<file path="src/hdl/core_pkg.sv">
package core_pkg;

  localparam int xlen = 64;
  localparam int reg_count = 32;
  localparam int reg_idx_width = 5;

  // operations carried from decode to execute
  typedef enum logic [3:0] {
    alu_add,
    alu_sub,
    alu_and,
    alu_or,
    alu_xor,
    alu_slt,
    alu_pass_b,
    alu_beq,
    alu_bne,
    alu_jal,
    alu_ecall
  } alu_op_e;

  // instruction fetch bus states
  typedef enum logic [1:0] {
    fetch_idle,
    fetch_bus_wait,
    fetch_discard
  } fetch_state_e;

endpackage

</file>
<file path="src/hdl/riscv_isa_pkg.sv">
package riscv_isa_pkg;

  // every instruction in the supported subset is 32 bits wide
  localparam int instr_width = 32;

  // lsb positions of the instruction fields
  localparam int opcode_lsb = 0;
  localparam int rd_lsb = 7;
  localparam int funct3_lsb = 12;
  localparam int rs1_lsb = 15;
  localparam int rs2_lsb = 20;
  localparam int funct7_lsb = 25;

  localparam int opcode_width = 7;
  localparam int funct3_width = 3;
  localparam int funct7_width = 7;

  // major opcodes of the supported subset
  typedef enum logic [opcode_width-1:0] {
    opc_op     = 7'b0110011,
    opc_op_imm = 7'b0010011,
    opc_lui    = 7'b0110111,
    opc_branch = 7'b1100011,
    opc_jal    = 7'b1101111,
    opc_system = 7'b1110011
  } opcode_e;

  // funct3 codes, shared by the register-register and branch groups
  typedef enum logic [funct3_width-1:0] {
    f3_add_sub = 3'b000,
    f3_bne     = 3'b001,
    f3_slt     = 3'b010,
    f3_xor     = 3'b100,
    f3_or      = 3'b110,
    f3_and     = 3'b111
  } funct3_e;

  // beq carries the same code as add/sub, inside the branch opcode
  localparam funct3_e f3_beq = f3_add_sub;

  // funct7 value that turns ADD into SUB
  localparam logic [funct7_width-1:0] funct7_sub = 7'b0100000;

endpackage
</file>
<file path="src/hdl/register_decode.sv">
module register_decode (
  input  logic                                  clk,
  input  logic                                  reset,
  input  logic                                  instr_valid,
  input  logic [riscv_isa_pkg::instr_width-1:0] instr,
  input  logic [core_pkg::xlen-1:0]             instr_pc,
  input  logic                                  wr_en,
  input  logic [core_pkg::reg_idx_width-1:0]    wr_rd,
  input  logic [core_pkg::xlen-1:0]             wr_data,
  input  logic                                  halted,
  output logic                                  instr_take,
  output logic                                  dec_valid,
  output core_pkg::alu_op_e                     op,
  output logic [core_pkg::reg_idx_width-1:0]    rd,
  output logic [core_pkg::xlen-1:0]             a_value,
  output logic [core_pkg::xlen-1:0]             b_value,
  output logic [core_pkg::xlen-1:0]             imm,
  output logic [core_pkg::xlen-1:0]             pc
);
  import core_pkg::*;
  import riscv_isa_pkg::*;

  logic [xlen-1:0] regs [reg_count];

  opcode_e opcode;
  funct3_e funct3;
  logic [funct7_width-1:0] funct7;
  logic [reg_idx_width-1:0] rd_field;
  logic [reg_idx_width-1:0] rs1;
  logic [reg_idx_width-1:0] rs2;
  logic [xlen-1:0] rs1_value;
  logic [xlen-1:0] rs2_value;

  logic [xlen-1:0] imm_i;
  logic [xlen-1:0] imm_u;
  logic [xlen-1:0] imm_b;
  logic [xlen-1:0] imm_j;

  assign opcode = opcode_e'(instr[opcode_lsb +: opcode_width]);
  assign funct3 = funct3_e'(instr[funct3_lsb +: funct3_width]);
  assign funct7 = instr[funct7_lsb +: funct7_width];
  assign rd_field = instr[rd_lsb +: reg_idx_width];
  assign rs1 = instr[rs1_lsb +: reg_idx_width];
  assign rs2 = instr[rs2_lsb +: reg_idx_width];

  // sign-extended immediates for each format
  assign imm_i = {{(xlen-12){instr[31]}}, instr[31:20]};
  assign imm_u = {{(xlen-32){instr[31]}}, instr[31:12], 12'b0};
  assign imm_b = {{(xlen-13){instr[31]}}, instr[31], instr[7], instr[30:25],
                  instr[11:8], 1'b0};
  assign imm_j = {{(xlen-21){instr[31]}}, instr[31], instr[19:12], instr[20],
                  instr[30:21], 1'b0};

  // decode never stalls, so it takes whatever the buffer offers
  assign instr_take = instr_valid && !halted;
  assign dec_valid = instr_take;
  assign pc = instr_pc;

  // write on the edge that ends the execute cycle
  always_ff @(posedge clk) begin
    if (reset) begin
      for (int i = 0; i < reg_count; i++) begin
        regs[i] <= '0;
      end
    end else if (wr_en && (wr_rd != '0)) begin
      regs[wr_rd] <= wr_data;
    end
  end

  assign rs1_value = regs[rs1];
  assign rs2_value = regs[rs2];
  assign a_value = rs1_value;

  always_comb begin
    op = alu_add;
    rd = rd_field;
    b_value = rs2_value;
    imm = imm_i;
    case (opcode)
      opc_op: begin
        case (funct3)
          f3_add_sub: begin
            if (funct7 == funct7_sub) begin
              op = alu_sub;
            end
          end
          f3_and: op = alu_and;
          f3_or: op = alu_or;
          f3_xor: op = alu_xor;
          f3_slt: op = alu_slt;
          default: rd = '0;
        endcase
      end
      opc_op_imm: begin
        b_value = imm_i;
      end
      opc_lui: begin
        op = alu_pass_b;
        b_value = imm_u;
        imm = imm_u;
      end
      opc_branch: begin
        rd = '0;
        imm = imm_b;
        case (funct3)
          f3_beq: op = alu_beq;
          f3_bne: op = alu_bne;
          default: op = alu_add;
        endcase
      end
      opc_jal: begin
        op = alu_jal;
        imm = imm_j;
      end
      opc_system: begin
        op = alu_ecall;
        rd = '0;
      end
      // unsupported encodings retire as a write to x0
      default: rd = '0;
    endcase
  end

endmodule

</file>
<file path="config.mk">
export PLATFORM = sky130hd
export DESIGN_NAME = register_decode
export DESIGN_NICKNAME = d
export VERILOG_FILES = /design/src/hdl/core_pkg.sv /design/src/hdl/riscv_isa_pkg.sv /design/src/hdl/register_decode.sv
export SDC_FILE = /design/constraint.sdc
export NUM_CORES = 2
export LEC_CHECK = 0
export BUFFER_PORTS_ARGS = -buffer_cell sky130_fd_sc_hd__buf_4
export CAP_MARGIN = 30
export CORE_MARGIN = 2
export CORE_UTILIZATION = 43
export CTS_CLUSTER_DIAMETER = 100
export DETAILED_ROUTE_END_ITERATION = 12
export SYNTH_ARGS = -nofsm -noshare
export SYNTH_HDL_FRONTEND = slang
export SYNTH_SLANG_ARGS = --single-unit
export TNS_END_PERCENT = 30
</file>
<file path="constraint.sdc">
create_clock -name clk -period 3.4 [get_ports clk]
set_input_delay 0.34 -clock clk [delete_from_list [all_inputs] [get_ports clk]]
set_output_delay 0.34 -clock clk [all_outputs]
set_load 0.05 [all_outputs]
</file>
# [Word-level counts from Yosys, hierarchy flattened]
# Memory sizes are Yosys's and may differ from the RTL's.
# Cells that the tools add are included.
[word_totals] register_bits=0 latchBits=0 ram_bits=2048 rom_bits=0 word_cells=37 mem_count=1
[op_classes] addsub=0 mul=0 div=0 magnitude_cmp=0 n_eq_ne=12 shift=0 n_mux=16 bitwise=0 n_reduce_logical=8
[memory_table] memory="regs" words=32 width=64 rd=2 rd_ports_with_merged_regs=0 write_ports=32 line="register_decode.sv:23" text="logic [xlen-1:0] regs [reg_count];"
[op_table] op="$pmux 64 s2" count=1
[op_table] op="$pmux 31 s3" count=1
[op_table] op="$mux 64" count=1
[op_table] op="$reduce_or 64->1" count=1
[op_table] op="$eq 7x6->1 const B" count=3
[op_table] op="$eq 7x7->1 const B" count=3
[op_table] op="$pmux 4 s5" count=1
[op_table] op="$pmux 3 s5" count=1
[op_table] op="$mux 5" count=2
[op_table] op="$pmux 5 s2" count=1
[op_table] op="$eq 3x3->1 const B" count=3
[op_table] op="$pmux 4 s2" count=1
[op_table] op="$eq 7x5->1 const B" count=1
[op_table] op="$mux 1" count=7
[op_table] op="$reduce_bool 5->1" count=1
[op_table] op="$reduce_or 5->1" count=1
[op_table] op="$eq 3x1->1 const B" count=1
[op_table] op="$eq 3x2->1 const B" count=1
[op_table] op="$logic_not 3->1" count=1
[op_table] op="$reduce_or 3->1" count=1
[op_table] op="$logic_and 1x1->1" count=2
[op_table] op="$logic_not 1->1" count=1

# [Longest topological paths before layout]
[logic_depth] depth_word=7 depth_mapped=11 mapped_depth_nobuf=5

# [Worst setup path before layout]
# OpenSTA, ideal clock, no wires.
[synth_path] path_type="input port to output port" startpoint="input instr[22] (netlist bit)" endpoint="output b_value[31] (netlist bit)" arrival_time_ns=3.103 path_slack_ns=-0.043 path_stages=8 path_buffers=5 path_cell_list="clkbuf_1 -> inv_1 -> buf_2 -> buf_2 -> buf_2 -> buf_2 -> a211oi_1 -> nor4_1"
[synth_between] elab_chain_cells=2
[synth_lines] item="start: declaration" line="register_decode.sv:5" text="input logic [riscv_isa_pkg::instr_width-1:0] instr,"
[synth_lines] item="$mem_v2 32x64"
[synth_lines] item="$pmux 64 s2" line="register_decode.sv:79" text="case (opcode)"
[synth_lines] item="end: declaration" line="register_decode.sv:16" text="output logic [core_pkg::xlen-1:0] b_value,"
# Every way passes these cells.

==> parameters.txt <==
Parameter                              Value

Drt
  Total length of routed wires    432.5 mm
  Final routed DRC violation total    0
  Routed wire length per instance    40.41 um
  Count of vias placed by the detailed router    71,640
  Via-to-Cell Ratio    6.693
  Number of optimization iterations in the first detailed-route pass    6
  First-iteration detailed-routing DRC count    12,381
  Detail Route Antenna Nets    0

Placed design
  Number of instances in the placed design    10,212
  # port buffers    308
  HPWL after detailed placement    246.1 mm
  Final weighted congestion of routability-driven global placement    0.8565

Power
  Leakage power    43.32 nW
  Worst ir drop on vdd    0.0005859 V
  Total power divided by cell area    498.0 nW/um2

Final layout
  Count of placed standard cells in the final layout, fillers left out    10,704
  Final core utilization    0.4960
  Largest registers    regs: 2048 flops
  Total Nets Final    7,302
  Largest register by flop count    regs
  Share of post-route cells with drive strength above 1    0.3214
  Layout overhead on the synthesized area    14.96%
  Largest register FFs    2,048
  Filler cell count in the final layout    21,031

Outcome
  Status    finished with violations
  Failing checks    setup timing

Logic synthesis
  Proportion of synthesized flip-flops having asynchronous set or reset    0
  Synth Cell Area    109,500 um2
  Mean Syn Cell Area    15.89 um2
  Number of synthesized flops with an enable pin    2,048
  Post-Syn Instances    6,890
  Count of unique library cells instantiated by Yosys    64
  Number of synthesized register bits    2,048
  Most frequently used flop master after synthesis    sky130_fd_sc_hd__edfxtp_1
  Fraction of the yosys area taken by sequential cells    0.5618
  Synth warnings    0

CTS
  CTS Buffer Depth    3
  Maximum level of the CTS H-tree    4
  CTS tree    done
  Master cell of the clock root buffer    sky130_fd_sc_hd__clkbuf_16
  Sinks on Clock Net    2,048
  Num CTS Buffers    219
  Buffers inserted by post-CTS timing repair    0
  Register clock-pin slew on the reported worst setup and hold paths    0.06 ns

Global routing
  Gr usage total    0.3323
  Global-route wire length before repair    588.5 mm
  Vias in the first global route    70,447
  Number of antenna violations at the first check in global routing    56
  Pin count of the biggest net entering global routing    96
  Global-route met1 utilization    0.4341
  Routing usage on met3    0.07982
  Met2 layer usage reported by global route    0.5158
  Grt total ovfl    0
  Most used routing layer in global routing    met2

Timing
  Final count of hold timing violations    0
  Portion of the clock cycle consumed by the worst path in the final layout    1.056
  Setup_tns    -0.5426 ns
  Number of max-slew violations in the final report    0
  Slew of the pin with the lowest slew margin    1.059 ns
  Final setup violating endpoints    8
  Setup repair after global routing missed its margin    yes
  Final worst path period need    3.591 ns
  Highest clock frequency the design can meet    278.5 MHz
  Final setup slack of the worst path    -0.1913 ns
  Max_slew headroom    0.2942

Critical path
  Crit path largest cell delay    0.55 ns
  Critical path's most frequent cell    sky130_fd_sc_hd__mux4_2
  Type of the setup path with the least slack    reg -> out
  Top delay family on crit path    multiplexers
  Critical Path, Cell by Cell    mux4_2 > mux4_2 > a221oi_4 > buf_4 > nand3_2 > buf_6 > buf_8
  Critical-path maximum fanout    2
  Total stage count of the critical path    7
  Buffer and inverter count on the worst path    3
  Required @ worst endpoint    3.06 ns
  Sort of element at the start of the critical path    flop
  CP max stage cell    sky130_fd_sc_hd__mux4_2
  Type of element capturing the critical path    primary output
  CP arrival    3.25 ns

Die
  Die Y    508.6 um
  Overall die area    258,600 um2
  I/O pin cnt    437
  Starting density of the core    0.4315
  Horizontal die dimension    508.6 um
  Cell Rows    185
  Core Region    253,700 um2

Job
  Max-cap violations    0

Hold path
  HP Start    reset
  Cell depth of the worst hold path    2
  HP Class    in -> reg
  Endpoint, Worst Hold    regs[0][8]
-- metrics by stage --
stage / cell area (um2) / setup slack (ns) / total power [W] / hold WS, ns
2_1_floorplan: 109700 / -0.04294 / 0.03603 / 0.5382
3_3_place_gp: 118300 / 0.02294 / 0.03969 / 0.6803
3_5_place_dp: 118300 / 0.04180 / 0.03982 / 0.6803
4_1_cts: 125700 / -0.2113 / 0.06261 / 0.1340
5_1_grt: 125800 / -0.2108 / 0.06398 / 0.1603
6_report: 125800 / -0.1913 / 0.06267 / 0.1573
-- what timing repair did --
action	in CTS	in global routing
pin swaps	1	1
resized for setup	13	7
hold endpoints to repair	1965	0
endpoints found under the setup margin	5	7
hold buffers	64	0
-- final cells by class --
cell class | instances | area (um2) | area share
Timing Repair Buffer | 813 | 8549 | 0.06794
Sequential cell | 2048 | 61500 | 0.4887
Clock inverter | 123 | 994.7 | 0.007904
Inverter | 5 | 26.28 | 0.0002088
Multi-Input combinational cell | 4045 | 44780 | 0.3558
Tap cell | 3366 | 4212 | 0.03347
Antenna cell | 29 | 72.57 | 0.0005767
Clock buffer | 275 | 5712 | 0.04539
-- report_power, final --
part | switching (W) | internal, W | leakage (nW) | total [W]
sequential | 0.000715 | 0.0292 | 19.5 | 0.0299
clock | 0.0106 | 0.0125 | 3.24 | 0.0231
combinational | 0.00572 | 0.00396 | 20.6 | 0.00968
-- synth_stat cells (9+ instances only) --
library cell,count,share of area
sky130_fd_sc_hd__a22o_1,38,0.0030
sky130_fd_sc_hd__a221oi_1,31,0.0025
sky130_fd_sc_hd__mux2_2,87,0.0089
sky130_fd_sc_hd__or2_2,33,0.0019
sky130_fd_sc_hd__and2_1,1997,0.11
sky130_fd_sc_hd__o21ai_0,34,0.0016
sky130_fd_sc_hd__a22oi_1,18,0.0012
sky130_fd_sc_hd__a31oi_1,14,0.00080
sky130_fd_sc_hd__nor2b_1,12,0.00069
sky130_fd_sc_hd__clkbuf_1,568,0.019
sky130_fd_sc_hd__o221ai_1,27,0.0022
sky130_fd_sc_hd__o22ai_1,43,0.0025
sky130_fd_sc_hd__nor3_1,20,0.00091
sky130_fd_sc_hd__mux2i_1,103,0.0094
sky130_fd_sc_hd__o211ai_1,9,0.00062
sky130_fd_sc_hd__edfxtp_1,2048,0.56
sky130_fd_sc_hd__buf_1,41,0.0014
sky130_fd_sc_hd__mux4_2,1140,0.23
sky130_fd_sc_hd__nand2_1,140,0.0048
sky130_fd_sc_hd__nand3_1,29,0.0013
sky130_fd_sc_hd__a21oi_1,34,0.0016
sky130_fd_sc_hd__buf_2,102,0.0047
sky130_fd_sc_hd__buf_4,136,0.0093
sky130_fd_sc_hd__nor2_1,69,0.0024
-- logic make-up after synthesis --
kind of cell              synth area share
muxes                               0.2529
buffers and inverters              0.03587
xor gates and xnor gates         0.0001600
and+or+nand+nor                     0.1290
other                           0.00003426
DFF                                 0.5618
AOI/OAI and AO/OA                  0.02026
-- cells in the final DEF, fill, tap and decap left out, types with 38 or more instances in the layout --
master                          count
sky130_fd_sc_hd__dlygate4sd3_1     64
sky130_fd_sc_hd__edfxtp_1        2048
sky130_fd_sc_hd__clkbuf_1          55
sky130_fd_sc_hd__buf_12           174
sky130_fd_sc_hd__and2_1          1996
sky130_fd_sc_hd__conb_1            64
sky130_fd_sc_hd__mux4_2          1140
sky130_fd_sc_hd__nand2_1          140
sky130_fd_sc_hd__clkinv_1          68
sky130_fd_sc_hd__mux2_2            87
sky130_fd_sc_hd__a22o_1            38
sky130_fd_sc_hd__o22ai_1           43
sky130_fd_sc_hd__buf_4            560
sky130_fd_sc_hd__mux2i_1          103
sky130_fd_sc_hd__clkbuf_16        220
-- how the worst max path moves through the flow --
stage                      from           to  slack, ns
finish              regs[4][30]  b_value[30]      -0.19
global route        regs[4][30]  b_value[30]      -0.21
CTS                 regs[4][30]  b_value[30]      -0.21
detailed placement    instr[20]  b_value[32]       0.04
global placement      instr[20]  b_value[32]       0.02
floorplan             instr[22]  b_value[34]      -0.04
-- layer usage --
| metal | up-vias | share of wire | wire length [um] |
|---|---|---|---|
| met5 | - | 0.00021 | 91 |
| met4 | 16 | 0.061 | 26590 |
| met3 | 1236 | 0.13 | 54710 |
| met2 | 5746 | 0.46 | 199200 |
| met1 | 37599 | 0.35 | 152000 |
| li1 | 27043 | - | - |
(Power assumes the default switching activity.)
