## config.mk

```make
export PLATFORM = sky130hd
export DESIGN_NAME = fetch_unit
export DESIGN_NICKNAME = d
export VERILOG_FILES = /design/src/hdl/core_pkg.sv /design/src/hdl/riscv_isa_pkg.sv /design/src/hdl/fetch_unit.sv
export SDC_FILE = /design/constraint.sdc
export NUM_CORES = 1
export LEC_CHECK = 0
export BUFFER_PORTS_ARGS = -buffer_cell sky130_fd_sc_hd__buf_2
export CAP_MARGIN = 20
export CORE_MARGIN = 4
export CORE_UTILIZATION = 50
export CTS_BUF_LIST = sky130_fd_sc_hd__clkbuf_8
export CTS_CLUSTER_DIAMETER = 100
export CTS_CLUSTER_SIZE = 20
export DETAILED_ROUTE_END_ITERATION = 8
export PLACE_DENSITY = 0.77
export SETUP_SLACK_MARGIN = 0.15
export SKIP_LAST_GASP = 1
export SYNTH_ARGS = -nofsm -noshare
export SYNTH_HDL_FRONTEND = slang
export SYNTH_SLANG_ARGS = --single-unit
```

## constraint.sdc

```tcl
create_clock -name clk -period 10.6 [get_ports clk]
set_input_delay 1.06 -clock clk [delete_from_list [all_inputs] [get_ports clk]]
set_output_delay 1.06 -clock clk [all_outputs]
set_load 0.01 [all_outputs]
```

## src/hdl/core_pkg.sv

```systemverilog
package core_pkg;

  localparam int xlen = 64;
  localparam int reg_count = 32;
  localparam int reg_idx_width = 5;

  // operations carried from decode to execute
  typedef enum logic [3:0] {
    alu_add,
    alu_sub,
    alu_and,
    alu_or,
    alu_xor,
    alu_slt,
    alu_pass_b,
    alu_beq,
    alu_bne,
    alu_jal,
    alu_ecall
  } alu_op_e;

  // instruction fetch bus states
  typedef enum logic [1:0] {
    fetch_idle,
    fetch_bus_wait,
    fetch_discard
  } fetch_state_e;

endpackage

```

## src/hdl/riscv_isa_pkg.sv

```systemverilog
package riscv_isa_pkg;

  // every instruction in the supported subset is 32 bits wide
  localparam int instr_width = 32;

  // lsb positions of the instruction fields
  localparam int opcode_lsb = 0;
  localparam int rd_lsb = 7;
  localparam int funct3_lsb = 12;
  localparam int rs1_lsb = 15;
  localparam int rs2_lsb = 20;
  localparam int funct7_lsb = 25;

  localparam int opcode_width = 7;
  localparam int funct3_width = 3;
  localparam int funct7_width = 7;

  // major opcodes of the supported subset
  typedef enum logic [opcode_width-1:0] {
    opc_op     = 7'b0110011,
    opc_op_imm = 7'b0010011,
    opc_lui    = 7'b0110111,
    opc_branch = 7'b1100011,
    opc_jal    = 7'b1101111,
    opc_system = 7'b1110011
  } opcode_e;

  // funct3 codes, shared by the register-register and branch groups
  typedef enum logic [funct3_width-1:0] {
    f3_add_sub = 3'b000,
    f3_bne     = 3'b001,
    f3_slt     = 3'b010,
    f3_xor     = 3'b100,
    f3_or      = 3'b110,
    f3_and     = 3'b111
  } funct3_e;

  // beq carries the same code as add/sub, inside the branch opcode
  localparam funct3_e f3_beq = f3_add_sub;

  // funct7 value that turns ADD into SUB
  localparam logic [funct7_width-1:0] funct7_sub = 7'b0100000;

endpackage
```

## src/hdl/fetch_unit.sv

```systemverilog
module fetch_unit #(
  parameter int bus_addr_width = 32
) (
  input  logic                                  clk,
  input  logic                                  reset,
  input  logic [core_pkg::xlen-1:0]             entry,
  input  logic                                  wb_ack,
  input  logic [riscv_isa_pkg::instr_width-1:0] wb_dat_i,
  input  logic                                  instr_take,
  input  logic                                  redirect,
  input  logic [core_pkg::xlen-1:0]             redirect_pc,
  input  logic                                  halted,
  output logic                                  wb_cyc,
  output logic                                  wb_stb,
  output logic [bus_addr_width-1:0]             wb_adr,
  output logic                                  instr_valid,
  output logic [riscv_isa_pkg::instr_width-1:0] instr,
  output logic [core_pkg::xlen-1:0]             instr_pc
);
  import core_pkg::*;
  import riscv_isa_pkg::*;

  localparam logic [xlen-1:0] instr_bytes = xlen'(instr_width / 8);

  fetch_state_e state;
  // address of the next word to request
  logic [xlen-1:0] fetch_pc;
  logic [xlen-1:0] next_pc;
  // address of the request on the bus
  logic [xlen-1:0] req_pc;
  logic issue;
  logic ack_in_wait;

  logic buf_valid;
  logic [instr_width-1:0] buf_instr;
  logic [xlen-1:0] buf_pc;

  // a redirect takes effect for a request issued in the same cycle
  assign next_pc = redirect ? redirect_pc : fetch_pc;

  // new request only when the buffer is free by the next edge
  assign issue = (state == fetch_idle) && !halted &&
                 (!buf_valid || instr_take || redirect);

  assign ack_in_wait = (state == fetch_bus_wait) && wb_ack;

  always_ff @(posedge clk) begin
    if (reset) begin
      state <= fetch_idle;
      fetch_pc <= entry;
    end else begin
      if (issue) begin
        fetch_pc <= next_pc + instr_bytes;
      end else if (redirect) begin
        fetch_pc <= redirect_pc;
      end
      case (state)
        fetch_idle: begin
          if (issue) begin
            state <= fetch_bus_wait;
          end
        end
        fetch_bus_wait: begin
          if (wb_ack) begin
            state <= fetch_idle;
          end else if (redirect) begin
            // let the open cycle finish, its word is stale
            state <= fetch_discard;
          end
        end
        fetch_discard: begin
          if (wb_ack) begin
            state <= fetch_idle;
          end
        end
        default: state <= fetch_idle;
      endcase
    end
  end

  always_ff @(posedge clk) begin
    if (issue) begin
      req_pc <= next_pc;
    end
  end

  // one-entry instruction buffer
  always_ff @(posedge clk) begin
    if (reset || redirect) begin
      buf_valid <= 1'b0;
    end else if (ack_in_wait) begin
      buf_valid <= 1'b1;
    end else if (instr_take) begin
      buf_valid <= 1'b0;
    end
  end

  always_ff @(posedge clk) begin
    if (ack_in_wait && !redirect) begin
      buf_instr <= wb_dat_i;
      buf_pc <= req_pc;
    end
  end

  assign wb_cyc = (state != fetch_idle);
  assign wb_stb = (state != fetch_idle);
  assign wb_adr = req_pc[bus_addr_width-1:0];

  // the word behind a taken branch is squashed in the redirect cycle
  assign instr_valid = buf_valid && !redirect;
  assign instr = buf_instr;
  assign instr_pc = buf_pc;

endmodule

```

# ---- Word-level counts from Yosys, hierarchy flattened
# Index checks and enable logic that the tools add are counted.
dict set report totals {
  wordCells 37
  reg_bits 227
  output_inout_bits 131
  in_bits 166
}
dict set report op_classes {
  n_reduce_logical 15
  mux 10
  n_addsub 1
  n_eq_ne 5
}
# op count
set op_table {}
lappend op_table {{2-to-1 mux 64 bit} 3}
lappend op_table {{adder 64 x 3 -> 64 bit (second input constant)} 1}
lappend op_table {{2-to-1 mux 2 bit} 4}
lappend op_table {{one-hot mux 2 bit (3 select lines)} 1}
lappend op_table {{logical AND 1 bit} 5}
lappend op_table {{!= test 2 bit (second input constant)} 2}
lappend op_table {{nonzero test 2 bit} 2}
lappend op_table {{logical NOT 1 bit} 3}
lappend op_table {{logical OR 1 bit} 3}
lappend op_table {{!= test 3 bit (second input constant)} 1}
lappend op_table {{AND reduction 3 bit} 1}
lappend op_table {{equality test 2 x 1 -> 1 bit (second input constant)} 1}
lappend op_table {{equality test 2 bit (second input constant)} 1}
lappend op_table {{logical NOT 2 bit} 1}
lappend op_table {{2-to-1 mux 1 bit} 2}

# ---- Longest topological paths before layout
# Gate-level depths: netlist (run 1).
dict set report depth {
  ltp_word 6
  depth_mapped 15
  ltp_nobuf 8
}

# ---- Worst setup path before layout (run 1)
# Ideal clock, no wire load.
dict set report synth_timing {
  path_kind {input to register}
  startpoint {input halted}
  endpoint {register fetch_pc[3]}
  slack_ns 4.175
  required_time_ns 10.468
  arrival_time_ns 6.293
  setup_time_ns 0.132
  stages 3
  n_path_buf 0
  cell_sequence {nor3_1 -> mux2i_1 -> o21ai_0}
}
dict set report synth_between {
  elab_chain_len 5
}
# element line
set synth_lines {}
lappend synth_lines {{start: declaration} fetch_unit.sv:12} ;# input logic halted,
lappend synth_lines {{logical NOT 1 bit} fetch_unit.sv:42} ;# assign issue = (state == fetch_idle) && !halted &&
lappend synth_lines {{logical AND 1 bit (2 in series)} fetch_unit.sv:42}
lappend synth_lines {{2-to-1 mux 64 bit} fetch_unit.sv:52} ;# if (issue) begin
lappend synth_lines {{2-to-1 mux 64 bit} fetch_unit.sv:48} ;# if (reset) begin
lappend synth_lines {{end signal: assignment} fetch_unit.sv:50} ;# fetch_pc <= entry;
lappend synth_lines {{end signal: assignment} fetch_unit.sv:53} ;# fetch_pc <= next_pc + instr_bytes;
lappend synth_lines {{end signal: assignment} fetch_unit.sv:55} ;# fetch_pc <= redirect_pc;
lappend synth_lines {{end: declaration} fetch_unit.sv:27} ;# logic [xlen-1:0] fetch_pc;
# No other way between the ends.
# A chain may end at the register's enable or synchronous reset.

# ---- Worst setup path after layout (run 1)
dict set report layout_timing {
  startpoint {input redirect}
  endpoint {register fetch_pc[62]}
}
dict set report layout_between {
  elab_chain_len 4
  elab_cells_between_ends 6
  classes_between {add/sub (1); mux (3); reduce/logical (2)}
}
# element line
set layout_lines {}
lappend layout_lines {{start: declaration} fetch_unit.sv:10} ;# input logic redirect,
lappend layout_lines {{2-to-1 mux 64 bit} -}
lappend layout_lines {{named net next_pc[2]} fetch_unit.sv:28} ;# logic [xlen-1:0] next_pc;
lappend layout_lines {{adder 64 x 3 -> 64 bit} fetch_unit.sv:53}
lappend layout_lines {{2-to-1 mux 64 bit} fetch_unit.sv:52}
lappend layout_lines {{2-to-1 mux 64 bit} fetch_unit.sv:48}
# The timed path passes the listed nets, and every way through them passes these cells.

==> results of run 1 <==
## flip-flops by register name, indices dropped and copies added, names as in the netlist
name       count
buf_valid      1
fetch_pc      64
instr         32
instr_pc      64
req_pc        64
state          2
## path summary, 6_finish.rpt
check / end / depth (start not counted) / slack [ns]
worst min-delay path: instr_pc[16]$_DFFE_PP_ / 0 / 0.43
worst min register to register: instr_pc[16]$_DFFE_PP_ / 0 / 0.43
worst max-delay path: fetch_pc[62]$_DFF_P_ / 10 / 5.57
worst max register to register: fetch_pc[62]$_DFF_P_ / 8 / 7.29
## power by group
group	total (mW)	switching [mW]	internal, mW
clock network	0.404	0.267	0.137
registers	1.04	0.0254	1.01
logic	0.209	0.118	0.0914
## routing by layer
metal	track usage	up-vias	part of all wire
met5	0	-	0.0017
met4	0.06770	6	0.027
met3	0.04755	51	0.089
met2	0.3600	296	0.48
met1	0.2634	3505	0.41
li1	-	3528	-
## stage by stage
stage	instances	worst slack, ns	cell area (sq um)	power, mW
2_1_floorplan	826	4.175	10030	1.195
3_3_place_gp	1327	5.101	11510	1.261
3_5_place_dp	1327	5.004	11510	1.268
4_1_cts	1352	5.522	11760	1.668
5_1_grt	1356	5.224	11770	1.728
6_report	1356	5.571	11770	1.653
## synthesized netlist by cell type, types with 4 or more instances
| cell | instances |
|---|---|
| sky130_fd_sc_hd__edfxtp_1 | 160 |
| sky130_fd_sc_hd__nand2_1 | 105 |
| sky130_fd_sc_hd__dfxtp_1 | 67 |
| sky130_fd_sc_hd__o21ai_0 | 53 |
| sky130_fd_sc_hd__mux2_2 | 51 |
| sky130_fd_sc_hd__xnor2_1 | 42 |
| sky130_fd_sc_hd__nand3_1 | 38 |
| sky130_fd_sc_hd__buf_4 | 33 |
| sky130_fd_sc_hd__nor2_1 | 29 |
| sky130_fd_sc_hd__mux2i_1 | 20 |
| sky130_fd_sc_hd__nand3b_1 | 20 |
| sky130_fd_sc_hd__nor3_1 | 20 |
| sky130_fd_sc_hd__nand4_1 | 19 |
| sky130_fd_sc_hd__inv_1 | 16 |
| sky130_fd_sc_hd__clkbuf_1 | 15 |
| sky130_fd_sc_hd__a22oi_1 | 14 |
| sky130_fd_sc_hd__buf_2 | 12 |
| sky130_fd_sc_hd__nor4_1 | 10 |
| sky130_fd_sc_hd__nand4b_1 | 9 |
| sky130_fd_sc_hd__a21oi_1 | 8 |
| sky130_fd_sc_hd__a31oi_1 | 6 |
| sky130_fd_sc_hd__a211oi_1 | 5 |
| sky130_fd_sc_hd__and2_1 | 5 |
| sky130_fd_sc_hd__nand2b_1 | 5 |
| sky130_fd_sc_hd__nor3b_1 | 5 |
| sky130_fd_sc_hd__buf_1 | 4 |
| sky130_fd_sc_hd__nor2b_1 | 4 |
| sky130_fd_sc_hd__o21ai_1 | 4 |
| sky130_fd_sc_hd__o31ai_1 | 4 |
## layout make-up
type / count / area (sq um)
Antenna cell: 4 / 10.01
Fill cell: 1633 / 7816
Clock inverter: 10 / 50.05
Multi-Input combinational cell: 517 / 3442
Sequential cell: 227 / 6146
Inverter: 17 / 63.81
Tap cell: 265 / 331.6
Clock buffer: 15 / 206.4
Timing Repair Buffer: 301 / 1524
## cells by family after synthesis
| kind of cell | after synthesis | synth area share |
|---|---|---|
| flops | 227 | 0.6125 |
| mux | 71 | 0.07719 |
| fa+ha+maj | 1 | 0.001247 |
| buf+inv | 82 | 0.04527 |
| simple gates | 288 | 0.1553 |
| compound gates | 112 | 0.06921 |
| xor+xnor | 45 | 0.03928 |
## critical path, stage by stage
cell and delay (ns):
sky130_fd_sc_hd__buf_4 0.59, sky130_fd_sc_hd__buf_4 0.72, sky130_fd_sc_hd__mux2_2 0.33, sky130_fd_sc_hd__ha_1 0.14, sky130_fd_sc_hd__or4b_2 0.63, sky130_fd_sc_hd__a211oi_1 0.30, sky130_fd_sc_hd__nand4_2 0.60, sky130_fd_sc_hd__nor4_4 0.58
sky130_fd_sc_hd__mux2_2 0.38, sky130_fd_sc_hd__nor2_1 0.10
==> impl_summary.txt, run 1 <==
----------------------------------------------------
[Status]
  Outcome ... completed

[Synth]
  Sequential-to-total area share from yosys stat ... 0.6125
  Netlist Area Pre-Place ... 10030 sq um
  Fraction of synthesized cell area taken by the top area cell type ... 0.4789
  Synth cell types ... 56
  Net count of the mapped netlist ... 993
  Post-synthesis sequential element count ... 227
  Post-synth EDFFs ... 160
  Cell type with the largest total area after synthesis ... sky130_fd_sc_hd__edfxtp_1
  Yosys warning total ... 0
  Dominant cells by area after synthesis ... sky130_fd_sc_hd__edfxtp_1 48%, sky130_fd_sc_hd__dfxtp_1 13%, sky130_fd_sc_hd__mux2_2 5.7%
  Fraction of synthesis flops using an asynchronous set or reset pin ... 0
  Number of cells produced by synthesis ... 826
  Average cell area after synthesis ... 12.15 sq um
  Ys flop type ... sky130_fd_sc_hd__edfxtp_1

[Final layout]
  Post-synthesis to final-layout area growth ... 17.35%
  Fraction of final layout cells with drive strength greater than 1 ... 0.3523
  Commonest non-fill, non-tap cells in the layout ... 294 x sky130_fd_sc_hd__buf_2, 160 x sky130_fd_sc_hd__edfxtp_1, 105 x sky130_fd_sc_hd__nand2_1
  Commonest non-fill, non-tap cell in the layout ... sky130_fd_sc_hd__buf_2
  Final core area utilization ... 0.6010
  NumNets Final ... 1246

[STA]
  Total Negative Setup Slacks ... 0 ns
  Worst slew margin relative to its limit ... 0.4116
  Setup repair after global routing missed its margin ... false
  Final hold slack ... 0.4251 ns
  Count of final setup violators ... 0
  Worst-margin pin slew ... 0.8807 ns
  Crit share post-route ... 0.4744
  Highest clock rate ... 198.9 MHz
  Final Max Tran Viols ... 0
  Min Tclk post-route ... 5.029 ns
  Fin Clk Skew ... 0.04753 ns
  Endpoints failing hold ... 0

[Min path]
  Hold Startpoint ... req_pc[16]$_DFFE_PP_
  Class of the tightest hold or removal check ... flop to flop

[Floorplanning]
  Initial core utilization ... 0.5122
  Core box area ... 19590 sq um
  Y dimension of the die ... 149.7 microns
  Rows ... 51
  I/O pins ... 297
  Die outline area ... 22400 sq um
  Die W ... 149.7 microns

[Clock tree]
  Root Buffer ... sky130_fd_sc_hd__clkbuf_8
  CTS tree ... done
  Number of buffers added for setup after CTS ... 0
  Clock-pin slew reported for the worst setup and hold paths after clock tree synthesis ... 0.12 ns
  Number of buffers inserted during clock tree synthesis ... 15
  Post-cts gate resize count ... 0
  Number of buffers added to fix hold violations after cts ... 0
  CTS Sinks ... 227
  Longest Clk Path Bufs ... 3
  Worst skew pair latency ... 0.51 ns
  Max H-tree Level ... 1

[Worst setup path]
  Origin of the worst setup path ... redirect
  Endpoint arrival time on the critical path ... 5.48 ns
  Max Fanout on Critical Path ... 77
  Req. time, crit path ... 11.05 ns
  Origin of the critical flop-to-flop path ... fetch_pc[3]$_DFF_P_
  Endpoint kind of the worst setup timing path ... flop
  Startpoint types ... input port
  Critical path class ... input port to flop

[Drt]
  Starting DRT DRC Count ... 475
  Pre-Repair DR Iteration Count ... 4
  Routed wire length per instance ... 18.26 microns
  Routed vias/inst ... 5.447
  Total vias in the final route ... 7386
  Sum of routed wire length over all layers ... 24760 microns
  Post-detailed-route DRC marker count ... 0
  Post-detailed-route count of antenna-violating nets ... 0

[Power and ir drop]
  Highest ir drop seen on vdd ... 0.1031 mV
  Static leakage ... 4.586 nW
  Total power density per cell area ... 140.4 nW/um^2

[Place]
  DPL Wire Length ... 18350 microns
  Quantity of I/O buffers inserted on ports ... 296
  Final Wtd Congestion ... 0.8499

[Global route]
  Number of global-route vias before repair ... 7272
  Number of antenna violations at the first check in global routing ... 7
  Largest net degree at the start of global routing ... 80
  Total global-route track usage ... 0.2094
  GRT Residual Overflow ... 0
  Wire length of the first global-routing pass ... 37120 microns

[Job]
  Max-cap viol count ... 0

----------------------------------------------------
Power figures use the tool's default switching activity.
==> inputs of run 2 (changes only) <==
- clock period: 10.6 -> 5.2 ns (I/O delays scaled with it)
==> run 2 against run 1 <==
Effect of this change: clock-buffer cell count stayed put; routed wire length is 0.68% lower; register-to-register slack worse by 5.6 ns; first-iteration DRC count is 7.4% higher; sequential power is 100% higher; via count is 0.28% lower; largest cell class unchanged; critical endpoint unchanged; largest power group unchanged.
==> impl_summary.txt, run 2 (synthesized netlist as in run 1, its figures left out) <==
----------------------------------------------------
[Status]
  Outcome ... completed

[Final layout]
  Sequential cell area ... 6146 sq um (unchanged)
  Commonest non-fill, non-tap cell in the layout ... sky130_fd_sc_hd__buf_2
  Multi-input gate area ... 3448 sq um (+0.18%)
  NumNets Final ... 1248 (+0.16%)
  Post-synthesis to final-layout area growth ... 17.58%
  Final core area utilization ... 0.6022 (+0.001214)
  Number of fill cells in the layout ... 1666 (+2.0%)
  Commonest non-fill, non-tap cells in the layout ... 294 x sky130_fd_sc_hd__buf_2, 160 x sky130_fd_sc_hd__edfxtp_1, 105 x sky130_fd_sc_hd__nand2_1
  Fraction of final layout cells with drive strength greater than 1 ... 0.3535 (+0.001189)

[Clock tree]
  Post-cts gate resize count ... 0 (unchanged)
  Number of buffers added for setup after CTS ... 0 (unchanged)
  Clock-pin slew reported for the worst setup and hold paths after clock tree synthesis ... 0.13 ns (about the same)
  CTS Sinks ... 227 (unchanged)
  Root Buffer ... sky130_fd_sc_hd__clkbuf_8
  Worst skew pair latency ... 0.52 ns (about the same)
  Number of buffers inserted during clock tree synthesis ... 15 (unchanged)
  Number of buffers added to fix hold violations after cts ... 0 (unchanged)
  CTS tree ... done
  Longest Clk Path Bufs ... 3 (unchanged)
  Max H-tree Level ... 1 (unchanged)

[Floorplanning]
  Initial core utilization ... 0.5122 (unchanged)
  Y dimension of the die ... 149.7 microns (unchanged)
  Core box area ... 19590 sq um (unchanged)
  Rows ... 51 (unchanged)
  Die W ... 149.7 microns (unchanged)
  I/O pins ... 297 (unchanged)
  Die outline area ... 22400 sq um (unchanged)

[STA]
  Total Negative Setup Slacks ... 0 ns (unchanged)
  Fin Clk Skew ... 0.04011 ns (-0.007417 ns)
  Endpoints failing hold ... 0 (unchanged)
  Min Tclk post-route ... 3.525 ns
  Highest clock rate ... 283.7 MHz
  Final Max Tran Viols ... 0 (unchanged)
  Worst-margin pin slew ... 0.9423 ns (+0.06158 ns)
  Setup repair after global routing missed its margin ... false
  Crit share post-route ... 0.6779
  Worst slew margin relative to its limit ... 0.3704 (-0.04114)
  Count of final setup violators ... 0 (unchanged)
  Final hold slack ... 0.1728 ns (-0.2523 ns)

[Drt]
  Routed wire length per instance ... 18.09 microns (-0.90%)
  Sum of routed wire segments on met1 ... 10080 microns (+0.18%)
  WL met2 ... 11540 microns (-2.0%)
  Total vias in the final route ... 7365 (-0.28%)
  Metal3 WL ... 2115 microns (-4.0%)
  Post-detailed-route count of antenna-violating nets ... 0 (unchanged)
  Uppermost signal routing layer after detailed routing ... met5
  Routed vias/inst ... 5.419 (-0.50%)
  Sum of routed wire length over all layers ... 24590 microns (-0.68%)
  Pre-Repair DR Iteration Count ... 6 (+2)
  Post-detailed-route DRC marker count ... 0 (unchanged)
  Starting DRT DRC Count ... 510 (+7.4%)

[Min path]
  Number of stages on the worst hold path ... 1 (+1)
  Class of the tightest hold or removal check ... input port to flop

[Job]
  Max-cap viol count ... 0 (unchanged)

[Worst setup path]
  Endpoint kind of the worst setup timing path ... flop
  Req. time, crit path ... 5.66 ns (-5.39 ns)
  CP Cell Sequence ... mux2_2 > ha_1 > or4b_2 > a211oi_1 > nand4_2 > nor4_4 > mux2_2 > nor2_1
  Slowest stage cell, crit path ... sky130_fd_sc_hd__nand4_2
  Critical path class ... flop to flop
  Critical path's largest stage delay ... 0.72 ns (about the same)
  Endpoint arrival time on the critical path ... 3.99 ns (-1.49 ns)
  Startpoint types ... flop
  Logic depth of the worst register-to-register path ... 8 (unchanged)
  Most frequent cell on the critical path ... sky130_fd_sc_hd__mux2_2
  Max Fanout on Critical Path ... 19 (-75%)

[Power and ir drop]
  Sw power ... 0.8382 mW (+100%)
  Highest ir drop seen on vdd ... 0.2559 mV (+150%)
  Static leakage ... 4.598 nW (+0.28%)
  Total power density per cell area ... 285.8 nW/um^2 (+100%)
  Combinational cell fraction of total power ... 0.127 (about the same)
  Internal Power ... 2.533 mW (+100%)
  Switching Fraction ... 0.2486 (about the same)
  Relative contribution of sequential cells to total power ... 0.628 (about the same)
  Fraction of power consumed by the clock network ... 0.245 (about the same)

[Global route]
  Wire length of the first global-routing pass ... 37340 microns (+0.59%)
  Largest net degree at the start of global routing ... 77 (-3.8%)
  Total global-route track usage ... 0.2101 (+0.0007197)
  GRT Residual Overflow ... 0 (unchanged)
  Number of antenna violations at the first check in global routing ... 7 (unchanged)
  Number of global-route vias before repair ... 7213 (-0.81%)

[Place]
  Quantity of I/O buffers inserted on ports ... 296 (unchanged)
  DPL Wire Length ... 18100 microns (-1.3%)
  Final Wtd Congestion ... 0.8670 (+2.0%)

----------------------------------------------------
run 2: changes by cell type in the layout (fill, tap and decap cells not counted), sizes merged:
cell	delta
buf	+2
diode	+1
run 2: layer usage:
metal	up-vias	GRT usage
met2	309	0.3457
met1	3455	0.2739
met5	-	0
met3	57	0.04452
met4	6	0.08234
li1	3538	-
run 2: worst max-delay path: cells and delay by family (launching register included):
kind                     cells  cell delay [ns]
AND/OR/NAND/NOR              4             2.05
multiplexers                 2             0.54
AO/OA/AOI/OAI                1             0.38
flip-flops                   1             0.35
adder cells (fa/ha/maj)      1             0.14
run 2: final cells by class:
class	count	area share
multi-input combinational	517	0.2923
sequential	227	0.5209
inverter	17	0.005409
clock inverter	10	0.004242
tap	265	0.02810
antenna	5	0.001061
clock buffer	15	0.01750
timing repair buffer	303	0.1304
run 2: stage by stage:
step / power, mW / instances / worst slack [ns] / area (sq um)
final: 3.371 / 1359 / 1.675 / 11800
after global routing: 3.530 / 1358 / 1.487 / 11800
after CTS: 3.404 / 1354 / 1.659 / 11790
after detailed placement: 2.584 / 1329 / 1.243 / 11530
after global placement: 2.572 / 1329 / 1.291 / 11530
after floorplan: 2.433 / 826 / 0.9863 / 10040
run 2: power groups by stage:
stage               Combinational (mW)  Clock, mW  Sequential, mW
floorplan                        0.280          0            2.15
global placement                 0.417          0            2.15
detailed placement               0.426          0            2.16
CTS                              0.428      0.858            2.12
global route                     0.471      0.929            2.13
finish                           0.427      0.828            2.12
run 2: worst paths after layout:
check | end | start | slack [ns]
setup reg to reg | fetch_pc[62]$_DFF_P_ | fetch_pc[3]$_DFF_P_ | 1.68
hold / removal | instr[19]$_DFFE_PP_ | wb_dat_i[19] | 0.17
hold reg to reg | instr_pc[45]$_DFFE_PP_ | req_pc[45]$_DFFE_PP_ | 0.42
setup / recovery | fetch_pc[62]$_DFF_P_ | fetch_pc[3]$_DFF_P_ | 1.68
